===== src/source/pipe_consts.svh =====
`ifndef PIPE_CONSTS_SVH
`define PIPE_CONSTS_SVH

// Datapath and register index widths
`define DATA_W 16
`define REG_W 3

// Buffer entries and the initial credit count of the sender
`define FIFO_DEPTH 4

// History depth covering the ID, EX, MEM and WB slots
`define HIST_DEPTH 4

// Opcodes taken from instr[15:11]
`define OP_NOP 5'b00001
`define OP_JR 5'b00111

// Control classes taken from instr[15:13]
`define CLS_JUMP 3'b001
`define CLS_BRANCH 3'b011

`endif


===== src/source/pipePkg.sv =====
`include "pipe_consts.svh"

package pipePkg;

    // Decoded record as it arrives from the front end
    typedef struct packed {
        logic [`DATA_W-1:0] instr;
        logic [`REG_W-1:0]  rd;
        logic               writesReg;
        logic               memEnable;
        // Base register value for the effective address
        logic [`DATA_W-1:0] reg1Data;
        logic [`DATA_W-1:0] imm;
    } instrRec_t;

    // Forwarding path chosen for one source operand
    typedef enum logic [1:0] {
        FWD_NONE   = 2'd0,
        FWD_EX_EX  = 2'd1,
        FWD_MEM_EX = 2'd2
    } fwdSel_t;

    // One issued slot in the pipeline history
    // An all-zero entry is a bubble or an idle slot
    typedef struct packed {
        logic [`REG_W-1:0]  rd;
        logic               writesReg;
        logic               isLoad;
        logic               memEnable;
        logic [`DATA_W-1:0] addr;
    } histEntry_t;

endpackage


===== src/source/creditFifo.sv =====
`timescale 1ns/10ps

module creditFifo #(
    parameter type payload_t = logic,
    parameter int  depth     = 4
) (
    input  logic     clk,
    input  logic     arstN,
    input  logic     push,
    input  payload_t din,
    input  logic     pop,
    output logic     headValid,
    output payload_t head,
    output logic     creditReturn
);

    localparam int ptrW = (depth > 1) ? $clog2(depth) : 1;
    localparam int cntW = $clog2(depth + 1);

    payload_t         mem [depth];
    logic [ptrW-1:0]  wrPtr;
    logic [ptrW-1:0]  rdPtr;
    logic [cntW-1:0]  count;
    logic             full;

    assign full      = (count == cntW'(depth));
    assign headValid = (count != '0);
    assign head      = mem[rdPtr];

    // Entry storage written on push
    always_ff @(posedge clk) begin
        if (push) begin
            mem[wrPtr] <= din;
        end
    end

    always_ff @(posedge clk or negedge arstN) begin
        if (!arstN) begin
            wrPtr        <= '0;
            rdPtr        <= '0;
            count        <= '0;
            creditReturn <= 1'b0;
        end else begin
            if (push) begin
                wrPtr <= (wrPtr == ptrW'(depth - 1)) ? '0 : wrPtr + 1'b1;
            end
            if (pop) begin
                rdPtr <= (rdPtr == ptrW'(depth - 1)) ? '0 : rdPtr + 1'b1;
            end
            if (push && !pop) begin
                count <= count + 1'b1;
            end else if (pop && !push) begin
                count <= count - 1'b1;
            end
            // One credit back to the sender per freed entry
            creditReturn <= pop;
        end
    end

    // Sender overran its credits
    assert property (@(posedge clk) disable iff (!arstN) !(push && full));
    assert property (@(posedge clk) disable iff (!arstN) !(pop && !headValid));

endmodule


===== src/source/hazardDetector.sv =====
`timescale 1ns/10ps
`include "pipe_consts.svh"

module hazardDetector import pipePkg::*; (
    input  logic               clk,
    input  logic               arstN,
    input  logic               headValid,
    input  logic [`REG_W-1:0]  rs,
    input  logic [`REG_W-1:0]  rt,
    input  logic               isNopOp,
    input  logic [`DATA_W-1:0] memAddr,
    input  logic               headMem,
    input  histEntry_t         idEntry,
    input  histEntry_t         exEntry,
    input  histEntry_t         memEntry,
    input  histEntry_t         wbEntry,
    output logic               regHazard,
    output logic               memHazard,
    output fwdSel_t            fwdRs,
    output fwdSel_t            fwdRt
);

    // True when the entry writes the given register
    function automatic logic writesSrc(histEntry_t e, logic [`REG_W-1:0] src);
        return e.writesReg && (e.rd == src);
    endfunction

    // Values that cannot be forwarded in time
    function automatic logic srcHazard(logic [`REG_W-1:0] src);
        return (writesSrc(idEntry, src) && idEntry.isLoad)
            || writesSrc(memEntry, src)
            || writesSrc(wbEntry, src);
    endfunction

    function automatic fwdSel_t srcFwd(logic [`REG_W-1:0] src);
        fwdSel_t sel;
        sel = FWD_NONE;
        // Youngest producer wins
        if (writesSrc(idEntry, src)) begin
            sel = FWD_EX_EX;
        end else if (writesSrc(exEntry, src)) begin
            sel = FWD_MEM_EX;
        end
        return sel;
    endfunction

    function automatic logic addrHit(histEntry_t e);
        return e.memEnable && (e.addr == memAddr);
    endfunction

    logic rawRs;
    logic rawRt;
    logic addrConflict;

    assign rawRs = srcHazard(rs);
    assign rawRt = srcHazard(rt);

    assign addrConflict = addrHit(idEntry) | addrHit(exEntry)
                        | addrHit(memEntry) | addrHit(wbEntry);

    // NOP never stalls
    assign regHazard = headValid & ~isNopOp & (rawRs | rawRt);
    assign memHazard = headValid & ~isNopOp & headMem & addrConflict;

    assign fwdRs = srcFwd(rs);
    assign fwdRt = srcFwd(rt);

    assert property (@(posedge clk) disable iff (!arstN)
        (headValid && isNopOp) |-> !(regHazard || memHazard));

endmodule


===== src/source/hazardUnitTop.sv =====
`timescale 1ns/10ps
`include "pipe_consts.svh"

module hazardUnitTop import pipePkg::*; (
    input  logic               clk,
    input  logic               arstN,
    input  logic               inValid,
    input  logic [`DATA_W-1:0] instr,
    input  logic [`REG_W-1:0]  rd,
    input  logic               writesReg,
    input  logic               memEnable,
    input  logic [`DATA_W-1:0] reg1Data,
    input  logic [`DATA_W-1:0] imm,
    output logic               issueValid,
    output logic [`DATA_W-1:0] issueInstr,
    output logic               bubble,
    output logic               pcStall,
    output fwdSel_t            fwdRs,
    output fwdSel_t            fwdRt,
    output logic               creditReturn
);

    instrRec_t          inRec;
    instrRec_t          head;
    logic               headValid;
    logic               pop;
    logic [`REG_W-1:0]  rs;
    logic [`REG_W-1:0]  rt;
    logic               isNopOp;
    logic               isJumpBranch;
    logic               isLoad;
    logic [`DATA_W-1:0] memAddr;
    logic               regHazard;
    logic               memHazard;
    fwdSel_t            fwdRsComb;
    fwdSel_t            fwdRtComb;
    histEntry_t         slotIn;
    histEntry_t         idEntry;
    histEntry_t         exEntry;
    histEntry_t         memEntry;
    histEntry_t         wbEntry;

    assign inRec = '{instr: instr, rd: rd, writesReg: writesReg, memEnable: memEnable,
                     reg1Data: reg1Data, imm: imm};

    creditFifo #(
        .payload_t(instrRec_t),
        .depth(`FIFO_DEPTH)
    ) uFifo (
        .clk(clk),
        .arstN(arstN),
        .push(inValid),
        .din(inRec),
        .pop(pop),
        .headValid(headValid),
        .head(head),
        .creditReturn(creditReturn)
    );

    instrDecoder uDecoder (
        .head(head),
        .rs(rs),
        .rt(rt),
        .isNopOp(isNopOp),
        .isJumpBranch(isJumpBranch),
        .isLoad(isLoad),
        .memAddr(memAddr)
    );

    hazardDetector uDetector (
        .clk(clk),
        .arstN(arstN),
        .headValid(headValid),
        .rs(rs),
        .rt(rt),
        .isNopOp(isNopOp),
        .memAddr(memAddr),
        .headMem(head.memEnable),
        .idEntry(idEntry),
        .exEntry(exEntry),
        .memEntry(memEntry),
        .wbEntry(wbEntry),
        .regHazard(regHazard),
        .memHazard(memHazard),
        .fwdRs(fwdRsComb),
        .fwdRt(fwdRtComb)
    );

    stageTracker uTracker (
        .clk(clk),
        .arstN(arstN),
        .slotIn(slotIn),
        .idEntry(idEntry),
        .exEntry(exEntry),
        .memEntry(memEntry),
        .wbEntry(wbEntry)
    );

    issueControl uIssue (
        .clk(clk),
        .arstN(arstN),
        .headValid(headValid),
        .head(head),
        .isJumpBranch(isJumpBranch),
        .isLoad(isLoad),
        .memAddr(memAddr),
        .regHazard(regHazard),
        .memHazard(memHazard),
        .fwdRs(fwdRsComb),
        .fwdRt(fwdRtComb),
        .pop(pop),
        .slotIn(slotIn),
        .issueValid(issueValid),
        .issueInstr(issueInstr),
        .bubble(bubble),
        .pcStall(pcStall),
        .fwdRsOut(fwdRs),
        .fwdRtOut(fwdRt)
    );

endmodule


===== src/source/instrDecoder.sv =====
`timescale 1ns/10ps
`include "pipe_consts.svh"

module instrDecoder import pipePkg::*; (
    input  instrRec_t          head,
    output logic [`REG_W-1:0]  rs,
    output logic [`REG_W-1:0]  rt,
    output logic               isNopOp,
    output logic               isJumpBranch,
    output logic               isLoad,
    output logic [`DATA_W-1:0] memAddr
);

    logic [4:0] opcode;
    logic [2:0] opClass;

    assign opcode  = head.instr[15:11];
    assign opClass = head.instr[15:13];

    // Source register fields
    assign rs = head.instr[10:8];
    assign rt = head.instr[7:5];

    assign isNopOp = (opcode == `OP_NOP);

    // JR sits in the jump class
    always_comb begin
        case (opClass)
            `CLS_JUMP:   isJumpBranch = 1'b1;
            `CLS_BRANCH: isJumpBranch = 1'b1;
            default:     isJumpBranch = 1'b0;
        endcase
    end

    // A memory access that writes a register is a load
    assign isLoad = head.memEnable & head.writesReg;

    // Effective address is base register plus immediate
    assign memAddr = head.reg1Data + head.imm;

endmodule


===== src/source/issueControl.sv =====
`timescale 1ns/10ps
`include "pipe_consts.svh"

module issueControl import pipePkg::*; (
    input  logic               clk,
    input  logic               arstN,
    input  logic               headValid,
    input  instrRec_t          head,
    input  logic               isJumpBranch,
    input  logic               isLoad,
    input  logic [`DATA_W-1:0] memAddr,
    input  logic               regHazard,
    input  logic               memHazard,
    input  fwdSel_t            fwdRs,
    input  fwdSel_t            fwdRt,
    output logic               pop,
    output histEntry_t         slotIn,
    output logic               issueValid,
    output logic [`DATA_W-1:0] issueInstr,
    output logic               bubble,
    output logic               pcStall,
    output fwdSel_t            fwdRsOut,
    output fwdSel_t            fwdRtOut
);

    logic shadow;
    logic hazard;
    logic issue;

    assign hazard = regHazard | memHazard;

    // Shadow bubble takes priority over the hazard hold
    assign issue = headValid & ~shadow & ~hazard;
    assign pop   = issue;

    always_comb begin
        slotIn = '0;
        if (issue) begin
            slotIn.rd        = head.rd;
            slotIn.writesReg = head.writesReg;
            slotIn.isLoad    = isLoad;
            slotIn.memEnable = head.memEnable;
            slotIn.addr      = memAddr;
        end
    end

    always_ff @(posedge clk or negedge arstN) begin
        if (!arstN) begin
            shadow     <= 1'b0;
            issueValid <= 1'b0;
            issueInstr <= '0;
            bubble     <= 1'b0;
            pcStall    <= 1'b0;
            fwdRsOut   <= FWD_NONE;
            fwdRtOut   <= FWD_NONE;
        end else begin
            // Shadow lasts one decision even when that cycle is idle
            shadow     <= issue & isJumpBranch;
            issueValid <= issue;
            issueInstr <= issue ? head.instr : '0;
            bubble     <= headValid & (shadow | hazard);
            pcStall    <= headValid & ~shadow & hazard;
            fwdRsOut   <= issue ? fwdRs : FWD_NONE;
            fwdRtOut   <= issue ? fwdRt : FWD_NONE;
        end
    end

    // Popped head must not show up as a stall one cycle later
    assert property (@(posedge clk) disable iff (!arstN) pop |=> !pcStall);

endmodule


===== src/source/stageTracker.sv =====
`timescale 1ns/10ps
`include "pipe_consts.svh"

module stageTracker import pipePkg::*; (
    input  logic       clk,
    input  logic       arstN,
    input  histEntry_t slotIn,
    output histEntry_t idEntry,
    output histEntry_t exEntry,
    output histEntry_t memEntry,
    output histEntry_t wbEntry
);

    // Index 0 is the youngest slot in ID
    histEntry_t hist [`HIST_DEPTH];

    always_ff @(posedge clk or negedge arstN) begin
        if (!arstN) begin
            for (int i = 0; i < `HIST_DEPTH; i++) begin
                hist[i] <= '0;
            end
        end else begin
            hist[0] <= slotIn;
            for (int i = 1; i < `HIST_DEPTH; i++) begin
                hist[i] <= hist[i-1];
            end
        end
    end

    assign idEntry  = hist[0];
    assign exEntry  = hist[1];
    assign memEntry = hist[2];
    assign wbEntry  = hist[3];

endmodule


===== config.mk =====
export PLATFORM = sky130hd
export DESIGN_NAME = hazardUnitTop
export DESIGN_NICKNAME = d
export VERILOG_FILES = /design/src/source/pipePkg.sv /design/src/source/creditFifo.sv /design/src/source/hazardDetector.sv /design/src/source/hazardUnitTop.sv /design/src/source/instrDecoder.sv /design/src/source/issueControl.sv /design/src/source/stageTracker.sv
export VERILOG_INCLUDE_DIRS = /design/src /design/src/source
export SDC_FILE = /design/constraint.sdc
export NUM_CORES = 1
export LEC_CHECK = 0
export ABC_AREA = 0
export BUFFER_PORTS_ARGS = -buffer_cell sky130_fd_sc_hd__buf_2
export CAP_MARGIN = 20
export CORE_ASPECT_RATIO = 1.4
export CORE_MARGIN = 3
export CORE_UTILIZATION = 60
export DETAILED_ROUTE_END_ITERATION = 16
export PLACE_DENSITY = 0.76
export SYNTH_ARGS = -nofsm -noshare
export SYNTH_HDL_FRONTEND = slang
export SYNTH_HIERARCHICAL = 1
export SYNTH_SLANG_ARGS = --single-unit

===== constraint.sdc =====
create_clock -name clk -period 10.7 [get_ports clk]
set_input_delay 2.14 -clock clk [delete_from_list [all_inputs] [get_ports clk]]
set_output_delay 2.14 -clock clk [all_outputs]
set_load 0.01 [all_outputs]

# Yosys cells after proc, flatten, opt, wreduce, memory -nomap -nowiden
# Memories as Yosys holds them, arrays and structs flattened.
# Cells that the tools add are included.
# op_classes
addsub	5
mul	0
n_div	0
order_cmp	0
n_eq_ne	17
shift	0
mux	15
n_bitwise	19
n_reduce_logical	25
# ops
op	n
$eq 16x16->1	4
$eq 3x3->1	8
$mux 22	1
$add 16x16->16	1
$logic_and 1x1->1	16
$mux 16	1
$mux 2	8
$and 1x1->1	10
$mux 3	2
$or 1x1->1	6
$eq 5x1->1 const B	1
$add 2x1->2 const B	2
$eq 2x2->1 const B	2
$logic_or 1x1->1	4
$add 3x1->3 const B	1
$eq 3x1->1 const B	1
$eq 3x2->1 const B	1
$mux 1	3
$not 1->1	3
$reduce_bool 3->1	1
$sub 3x1->3 const B	1
$logic_not 1->1	2
$reduce_bool 2->1	1
$reduce_or 2->1	1
# word_totals
register_bits	116
latch_bits	0
mem_bits_rw	212
mem_bits_ro	0
in_bits	56
output_inout_bits	24
n_memories	1
# memory_table
memory	depth	word_bits	read_ports	rd_ports_with_merged_regs	write_ports	line_no	source
uFifo.mem	4	53	1	0	1	creditFifo.sv:20	payload_t mem [depth];

# Depth between registers and ports, before layout
# Gate-level depths: netlist of the first run.
# An unclocked memory read counts as a cell.
# depth
ltp_word	14
mapped_depth	25

# Hierarchy
# The synthesis of the first run kept the hierarchy.
# modules_own_cells
mod	n_inst	cells_each	area_per_inst_um2	seq_area_each_um2
creditFifo	1	314	8149.1	6566.3
stageTracker	1	88	2202.1	2202.1
hazardDetector	1	147	1192.4	0.0
issueControl	1	75	933.4	600.6
instrDecoder	1	114	879.6	0.0

# Least setup slack after synthesis of the first run
# OpenSTA, ideal clock, no wires.
# synth_timing
kind	flip-flop to flip-flop
start	register uFifo.rdPtr[0]
end	register uFifo.count[2]
arrival_time_ns	5.003
required_ns	10.621
slack_ns	5.618
stages_incl_launch_ff	26
path_buffers	4
cell_sequence	dfrtp_1 buf_6 buf_12 mux4_2 ha_1 fa_1 a21o_1 a31oi_1 o21ba_2 o21ai_1 xor2_1 clkbuf_1 xnor2_1 nand3_1 nor4_1 nand3_1 a41oi_2 nor4b_4 buf_2 inv_1 ha_1 inv_1 fa_1 xor2_1 nor2_1 xor2_1
# synth_rtl
item	line_no	source
from (decl)	creditFifo.sv:22	logic [ptrW-1:0] rdPtr;
from (signal assigned)	creditFifo.sv:48	rdPtr <= (rdPtr == ptrW'(depth - 1)) ? '0 : rdPtr + 1'b1;
to (signal assigned)	creditFifo.sv:51	count <= count + 1'b1;
to (signal assigned)	creditFifo.sv:53	count <= count - 1'b1;
to (decl)	creditFifo.sv:23	logic [cntW-1:0] count;

==> flow_summary_export.csv, run 1 <==
group,metric,value,unit
timing,fin_crit_sh,58.5,%
floorplan,fp.dieW,132,um
floorplan,io_pins,80,
yosys,yosysWarningCount,6,
worst_setup_path,cp-start-kind,"register",
timing,finalSetupViolations,0,
timing,fmax,160,MHz
global_routing,grt_pass1_vias,7125,
clocking,clock-root-buffer,"clkbuf_16",
global_routing,grt_max_degree,68,
timing,rsz0062_at_grt,"no",
timing,setup_tns,0,ns
worst_setup_path,worstRegToRegCells,20,
clocking,post-cts-setup-buffer-count,0,
worst_setup_path,cp_max_fo,32,
worst_setup_path,arrival,6.73,ns
worst_setup_path,crit_required,11.17,ns
global_routing,track_usage,20.4,%
clocking,ctsHoldBuffers,0,
routing,viasPerCell,5.76,
min_path,min_to,"uTracker/wbEntry[18]",
clocking,cts_tree,"built",
routing,drtAntennaViolNets,0,
worst_setup_path,slowest_delay,0.72,ns
floorplan,dieArea,24000,um2
routing,vias,6470,
worst_setup_path,crit-reg2reg-capture,"uFifo/count[2]",
worst_setup_path,path_cells,"buf_4 -> mux4_2 -> ha_1 -> nand4_1 -> nor4_1 -> nor3_2 -> xnor2_1 -> xnor2_1 -> nand4_1 -> nor4_1 -> nand3_1 -> a41oi_2 -> nor4b_4 -> inv_1 -> ha_1 -> inv_1 -> fa_1 -> xor2_1 -> nor2_1 -> xor2_1",
worst_setup_path,timing.critical_path.to_type,"register",
timing,maxSlewViolCount,0,
floorplan,dieHeight,182,um
clocking,h-tree-depth,1,
placed_design,gp_congestion,0.923,
global_routing,overflow,0,
min_path,min_path_cells,0,
routing,dr.pass1.iters,4,
routing,drc,0,
job,drv_cap,0,
global_routing,antenna_found_initial,0,
yosys,syn_nets,814,
worst_setup_path,cp_slowest_cell,"dfrtp_4",
finish,final_nets,888,
clocking,cts_resized,0,
routing,finalWirelength,23.7,mm
timing,min_period,6.26,ns
timing,clock_skew,0.0128,ns
routing,drt_iter0_drc,388,
clocking,cts_sinks,329,
clocking,cts_buffer_depth,3,
routing,wire_per_inst,21.1,um
worst_setup_path,critical_path_class,"reg2reg",
floorplan,initial_core_util,61.9,%
floorplan,rows,63,
yosys,netlist_instances,735,
global_routing,grt_pass1_wl,38.5,mm
timing,hold_viol,0,
placed_design,portBuffers,79,
clocking,clk_latency,0.54,ns
finish,area_growth,10.7,%
timing,relSlewSlack,42.3,%
floorplan,core-area,21400,um2
min_path,hold_path_class,"reg2reg",
finish,num_antenna_cells,0,
clocking,cts_buffers,29,
finish,layout-drive-gt1-share,24.8,%
placed_design,place_hpwl,15.1,mm
clocking,clk_pin_slew_worst_paths,0.06,ns
timing,worst_pin_slew,0.865,ns
worst_setup_path,rr_startpoint,"uFifo/rdPtr[0]",
min_path,min_from,"uTracker/memEntry[18]",
worst_setup_path,reg2reg_slack,4.44,ns
yosys,synth.avg_cell_area,18.1,um2
yosys,synth.cell_area,13300,um2
run_status,status,"finished, final reports clean",
state kept, by name, indices dropped and copies added, names as in the netlist:
register,flops
uIssue/fwdRsOut,2
uIssue/bubble,1
uIssue/fwdRtOut,2
uTracker/memEntry,21
uFifo/count,3
uFifo/mem,212
uTracker/exEntry,21
uIssue/pcStall,1
uFifo/rdPtr,2
uIssue/shadow,1
uTracker/idEntry,22
uFifo/wrPtr,2
uIssue/issueInstr,16
uFifo/creditReturn,1
uIssue/issueValid,1
uTracker/wbEntry,21
worst max-delay path by stage:
stage / start / depth (start not counted) / slack [ns] / endpoint
floorplan: uFifo/rdPtr[0] / 25 / 5.62 / uFifo/count[2]
global placement: uFifo/rdPtr[0] / 20 / 4.59 / uFifo/count[2]
detailed placement: uFifo/rdPtr[0] / 22 / 4.44 / uFifo/count[2]
CTS: uFifo/rdPtr[0] / 22 / 4.45 / uFifo/count[2]
global route: uFifo/rdPtr[0] / 20 / 3.92 / uFifo/count[2]
finish: uFifo/rdPtr[0] / 20 / 4.44 / uFifo/count[2]
cell type report:
type | count | area (um2)
Tap cell | 292 | 365
Fill cell | 1399 | 6740
Sequential cell | 329 | 9300
Clock buffer | 43 | 840
Clock inverter | 11 | 109
Inverter | 6 | 22.5
Multi-Input combinational cell | 356 | 3600
Timing Repair Buffer | 87 | 458
metrics by stage:
stage                     area (um2)  hold slack, ns  instances  setup slack (ns)  utilization [%]
after floorplan                13300           0.348        735              5.62                -
after global placement         13700           0.353       1070              4.59             64.1
after detailed placement       13700           0.362       1070              4.44             64.1
after CTS                      14700           0.381       1124              4.45             68.6
after global routing           14700           0.393       1124              3.92             68.6
final                          14700           0.381       1124              4.44             68.6
cell usage in the layout, fill, tap and decap left out, drive strengths merged, types with 2 or more instances in the layout:
cell type	n
a21o	6
a21oi	14
a31oi	2
and2	49
buf	87
bufinv	2
clkbuf	43
clkinv	7
dfrtp	117
edfxtp	212
fa	2
ha	21
inv	8
mux2	2
mux2i	2
mux4	53
nand2	12
nand3	15
nand4	16
nor2	7
nor3	11
nor4	6
nor4b	2
o211ai	3
o21ai	12
xnor2	80
xor2	24
critical path, delay by kind of cell, from the launching register on:
kind            cells  cell delay (ns)
xor+xnor            4             0.99
simple gates        8             1.63
buf+inv             3             0.79
compound gates      1             0.32
fa+ha+maj           3             1.10
mux                 1             0.60
flops               1             0.72
layer usage:
metal  share of wire, %  global-route usage (%)  vias to the layer above
li1                   -                       -                     2898
met1                 39                    25.2                     3365
met2                 54                    36.7                      156
met3                3.5                    2.74                       51
met4                3.2                    7.61                        0
met5                  0                       0                        -
Power of run 1 is left out: the tool's default activity adds up to more than one toggle a clock period on the data nets, which glitch-free logic cannot reach.
==> run 2, diff against run 1 <==
--- a/config.mk
+++ b/config.mk
@@ -6,14 +6,14 @@
 export SDC_FILE = /design/constraint.sdc
 export NUM_CORES = 1
 export LEC_CHECK = 0
-export ABC_AREA = 0
+export ABC_AREA = 1
 export BUFFER_PORTS_ARGS = -buffer_cell sky130_fd_sc_hd__buf_2
 export CAP_MARGIN = 20
 export CORE_ASPECT_RATIO = 1.4
 export CORE_MARGIN = 3
-export CORE_UTILIZATION = 60
+export CORE_UTILIZATION = 55
 export DETAILED_ROUTE_END_ITERATION = 16
-export PLACE_DENSITY = 0.76
+export PLACE_DENSITY = 0.73
 export SYNTH_ARGS = -nofsm -noshare
 export SYNTH_HDL_FRONTEND = slang
 export SYNTH_HIERARCHICAL = 1
==> constraint.sdc (replaced) <==
create_clock -name clk -period 5.7 [get_ports clk]
set_input_delay 1.14 -clock clk [delete_from_list [all_inputs] [get_ports clk]]
set_output_delay 1.14 -clock clk [all_outputs]
set_load 0.01 [all_outputs]
==> run 2 against run 1 <==
Sequential share of layout area is 5.3 points lower. Die area increased by 18%. Global-route usage down 0.28 points. Clock skew shrank 0.0015 ns. Sequential cell count stayed put. Register-to-register slack got worse by 3.8 ns. Routed wire length is 17% higher. Utilization is 5.8 points lower.
==> flow_summary_export.csv, run 2 <==
group,metric,value,unit
yosys,netlist_instances,1388,
floorplan,fp.dieW,143,um
finish,layout-drive-gt1-share,12.2,%
timing,fmax,197,MHz
clocking,clk_pin_slew_worst_paths,0.06,ns
timing,whs,0.367,ns
placed_design,pre_cts_ws,0.657,ns
routing,drc,0,
routing,drt_iter0_drc,558,
worst_setup_path,slowest_delay,0.56,ns
timing,maxSlewViolCount,0,
clocking,clk_latency,0.56,ns
routing,viasPerCell,5.01,
routing,drtAntennaViolNets,0,
yosys,syn_nets,1467,
global_routing,grt_pass1_wl,44.9,mm
timing,hold_viol,0,
timing,relSlewSlack,43.8,%
finish,max_flop_register,"uFifo/mem",
timing,finalSetupViolations,0,
clocking,ctsHoldBuffers,0,
timing,min_period,5.07,ns
floorplan,rows,69,
placed_design,gp_congestion,0.904,
finish,area_growth,11.4,%
global_routing,track_usage,20.1,%
global_routing,busiest_layer,"met2",
finish,layout.area.seq,9300,um2
min_path,min_path_cells,0,
global_routing,overflow,0,
yosys,synth.avg_cell_area,10.4,um2
worst_setup_path,timing.critical_path.to_type,"register",
global_routing,grt_use_met3,2.64,%
floorplan,initial_core_util,56.4,%
placed_design,portBuffers,79,
routing,wire_per_inst,15.4,um
worst_setup_path,crit_required,6.15,ns
timing,rsz0062_at_grt,"no",
global_routing,antenna_found_initial,0,
placed_design,place_hpwl,18.7,mm
global_routing,grt_use_met1,26.4,%
routing,finalWirelength,27.8,mm
finish,fill_cells,2034,
worst_setup_path,cp_slowest_cell,"inv_6",
clocking,cts_tree,"built",
yosys,yosysWarningCount,6,
finish,layout_commonest_cell,"nand2_1",
timing,setup_tns,0,ns
worst_setup_path,critical_path_class,"reg2reg",
global_routing,grt_pass1_vias,8917,
clocking,cts_buffers,31,
clocking,cts_resized,0,
finish,final_cell_mix,"nand2_1, inv_1, edfxtp_1, dfrtp_1, o211ai_1",
timing,fin_crit_sh,89.0,%
routing,dr.pass1.iters,5,
worst_setup_path,arrival,5.53,ns
global_routing,grt_max_degree,123,
worst_setup_path,worstRegToRegCells,31,
timing,layout_setup_ws,0.626,ns
job,drv_cap,0,
finish,final_nets,1541,
clocking,post-cts-setup-buffer-count,0,
clocking,clock-root-buffer,"clkbuf_16",
finish,stdcell_count,1806,
worst_setup_path,cp_max_fo,122,
floorplan,dieArea,28200,um2
clocking,cts_sinks,329,
yosys,synth.cell_area,14400,um2
floorplan,dieHeight,197,um
finish,multi_input_area,3800,um2
floorplan,io_pins,80,
run_status,status,"finished, final reports clean",
global_routing,use_met2,34.8,%
clocking,cts_buffer_depth,3,
worst_setup_path,cp-start-kind,"register",
timing,worst_pin_slew,0.841,ns
min_path,hold_path_class,"reg2reg",
worst_setup_path,cpMostUsedCell,"nand2_1",
routing,vias,9056,
finish,num_antenna_cells,0,
placed_design,dp.cells,1747,
finish,largest_register_ffs,212,
timing,clock_skew,0.0113,ns
clocking,h-tree-depth,1,
floorplan,core-area,25600,um2
==> run 2: critical path: cells and delay by family (launching register included) <==
family	cells	cell delay, ns
AO/OA/AOI/OAI	2	0.29
XOR/XNOR	1	0.54
adder cells (fa/ha/maj)	3	0.92
buffers and inverters	6	0.97
flip-flops	1	0.44
AND/OR/NAND/NOR	19	1.72
==> run 2: cell type report <==
type                            count  area share [%]
Clock buffer                       44            5.82
Inverter                          270            6.35
Sequential cell                   329            57.9
Timing Repair Buffer               90            3.12
Multi-Input combinational cell    740            23.7
Tap cell                          319            2.49
Clock inverter                     14           0.577
==> run 2: stage by stage <==
stage | util [%] | cell area, um2
after floorplan | - | 14400
after global placement | 58.7 | 15000
after detailed placement | 58.7 | 15000
after CTS | 62.7 | 16000
after global routing | 62.8 | 16000
final | 62.8 | 16000
==> run 2: final timing paths <==
check | from | endpoint | slack [ns]
worst min register to register | uTracker/idEntry[5] | uTracker/exEntry[5] | 0.37
max in group asynchronous | arstN | uTracker/wbEntry[16] | 4.15
worst max register to register | uFifo/rdPtr[0] | uFifo/count[2] | 0.63
worst min-delay path | uTracker/idEntry[5] | uTracker/exEntry[5] | 0.37
min in group asynchronous | arstN | uIssue/issueInstr[4] | 0.44
worst max-delay path | uFifo/rdPtr[0] | uFifo/count[2] | 0.63
==> run 2: metal layers <==
| layer | part of all wire [%] | vias to the layer above | wire (um) |
|---|---|---|---|
| met1 | 42 | 4273 | 11800 |
| met4 | 2.3 | 0 | 651 |
| met2 | 51 | 172 | 14200 |
| met5 | 0 | - | 0 |
| met3 | 4.0 | 45 | 1120 |
| li1 | - | 4566 | - |
Power of run 2 is left out for the same reason.
==> run 3, diff against run 2 <==
--- a/config.mk
+++ b/config.mk
@@ -6,14 +6,14 @@
 export SDC_FILE = /design/constraint.sdc
 export NUM_CORES = 1
 export LEC_CHECK = 0
-export ABC_AREA = 1
+export ABC_AREA = 0
 export BUFFER_PORTS_ARGS = -buffer_cell sky130_fd_sc_hd__buf_2
 export CAP_MARGIN = 20
 export CORE_ASPECT_RATIO = 1.4
 export CORE_MARGIN = 3
 export CORE_UTILIZATION = 55
 export DETAILED_ROUTE_END_ITERATION = 16
-export PLACE_DENSITY = 0.73
+export PLACE_DENSITY = 0.83
 export SYNTH_ARGS = -nofsm -noshare
 export SYNTH_HDL_FRONTEND = slang
 export SYNTH_HIERARCHICAL = 1
==> run 3 against run 2 <==
Hold slack hardly changed. Utilization is 0.80 points higher. Maximum frequency is 5.6% lower. Final area is 6.7% lower. Worst setup slack worse by 0.30 ns. Clock skew is 0.019 ns higher. Sequential share of layout area is 4.2 points higher. Via count is 29% lower. Register-to-register slack worse by 0.30 ns. Global-route usage is 0.92 points lower. Critical endpoint unchanged.
==> flow_summary_export.csv, run 3 (synthesis gave the netlist of run 1 again) <==
group,metric,value,unit
run_status,status,"finished, final reports clean",
placed_design,gp_congestion,0.848,
worst_setup_path,cp_max_fo,12,
global_routing,grt_pass1_wl,38.2,mm
worst_setup_path,critPathBufInv,3,
routing,wire_per_inst,20.8,um
worst_setup_path,cp-start-kind,"register",
clocking,cts_sinks,329,
routing,vias,6411,
timing,fmax,186,MHz
clocking,cts_resized,0,
worst_setup_path,arrival,5.86,ns
worst_setup_path,cp_slowest_cell,"mux4_2",
routing,finalWirelength,24.0,mm
global_routing,track_usage,19.2,%
clocking,cts_buffers,30,
clocking,h-tree-depth,1,
routing,viasPerCell,5.56,
min_path,hold_path_class,"reg2reg",
clocking,post-cts-setup-buffer-count,0,
timing,relSlewSlack,34.8,%
timing,min_period,5.37,ns
finish,largest_register_ffs,212,
routing,drc,0,
placed_design,place_hpwl,15.3,mm
routing,dr.pass1.iters,4,
global_routing,grt_max_degree,80,
clocking,ctsHoldBuffers,0,
finish,layout_commonest_cell,"edfxtp_1",
floorplan,dieHeight,190,um
floorplan,io_pins,80,
finish,area_growth,12.7,%
timing,finalSetupViolations,0,
floorplan,initial_core_util,56.4,%
routing,drtAntennaViolNets,0,
routing,drt_iter0_drc,446,
worst_setup_path,reg2reg_slack,0.33,ns
worst_setup_path,critPathTopFamily,"simple AND/OR/NAND/NOR gates",
worst_setup_path,timing.critical_path.to_type,"register",
timing,setup_tns,0,ns
finish,max_flop_register,"uFifo/mem",
floorplan,core-area,23500,um2
clocking,clk_latency,0.56,ns
timing,rsz0062_at_grt,"no",
floorplan,fp.dieW,137,um
clocking,clock-root-buffer,"clkbuf_16",
global_routing,grt_pass1_vias,6987,
finish,fill_cells,1576,
worst_setup_path,path_cells,"buf_4 -> mux4_2 -> ha_1 -> nand2_1 -> nor3_2 -> o211ai_2 -> nor4b_2 -> nor3_4 -> xnor2_1 -> nand4_1 -> nor4_2 -> nand3_1 -> a41oi_4 -> nor4b_4 -> inv_1 -> ha_1 -> inv_1 -> fa_1 -> xor2_1 -> nor2_1 -> xor2_1",
worst_setup_path,crit_required,6.18,ns
finish,final_cell_mix,"edfxtp_1, dfrtp_1, buf_2, xnor2_1, mux4_2",
clocking,cts_buffer_depth,3,
finish,layout-drive-gt1-share,27.3,%
timing,worst_pin_slew,0.978,ns
clocking,clk_pin_slew_worst_paths,0.06,ns
global_routing,overflow,0,
placed_design,portBuffers,79,
timing,maxSlewViolCount,0,
timing,fin_crit_sh,94.3,%
clocking,cts_tree,"built",
job,drv_cap,0,
timing,clock_skew,0.0305,ns
worst_setup_path,slowest_delay,0.57,ns
worst_setup_path,critical_path_class,"reg2reg",
floorplan,dieArea,26100,um2
global_routing,antenna_found_initial,2,
floorplan,rows,66,
timing,hold_viol,0,
finish,final_nets,901,
[run 3: changes by cell type in the layout (fill, tap and decap cells not counted), sizes merged, moves of 9 or more]
cell    before  now
nand2      400   12
xnor2       23   80
o211ai     109    3
buf         90   99
nor2        95    7
and2         0   49
mux4         0   53
inv        272    7
clkbuf      44   31
nand4        4   16
[run 3: metal layers]
metal  vias to the layer above  routed length, um  track usage, %
met4                         0                618            5.53
met3                        49                755            2.22
met5                         -                  0               0
li1                       2922                  -               -
met1                      3293               9010            23.2
met2                       147              13600            35.7
[run 3: stage by stage]
stage / cells / worst slack (ns) / util [%] / hold WS, ns / instance area (um2)
floorplan: 735 / 0.618 / - / 0.348 / 13300
global placement: 1096 / 0.287 / 58.9 / 0.366 / 13900
detailed placement: 1096 / 0.134 / 58.9 / 0.367 / 13900
CTS: 1152 / 0.0811 / 63.3 / 0.365 / 14900
global route: 1153 / 0.0168 / 63.6 / 0.384 / 15000
finish: 1153 / 0.325 / 63.6 / 0.368 / 15000
[run 3: cell type report]
type | instances | area (um2) | share of cell area [%]
Multi-Input combinational cell | 356 | 3670 | 24.5
Sequential cell | 329 | 9300 | 62.1
Clock buffer | 31 | 754 | 5.04
Antenna cell | 1 | 2.50 | 0.0167
Tap cell | 306 | 383 | 2.56
Clock inverter | 25 | 269 | 1.80
Inverter | 6 | 22.5 | 0.151
Timing Repair Buffer | 99 | 564 | 3.77
[run 3: worst paths after layout]
| path | cells after the start | startpoint | endpoint |
|---|---|---|---|
| max | 21 | uFifo/rdPtr[0] | uFifo/count[2] |
| min | 0 | uTracker/memEntry[18] | uTracker/wbEntry[18] |
| max reg2reg | 21 | uFifo/rdPtr[0] | uFifo/count[2] |
| min reg2reg | 0 | uTracker/memEntry[18] | uTracker/wbEntry[18] |
| max in group asynchronous | 2 | arstN | uTracker/idEntry[17] |
| min in group asynchronous | 1 | arstN | uIssue/issueInstr[1] |
Power of run 3 is left out for the same reason.
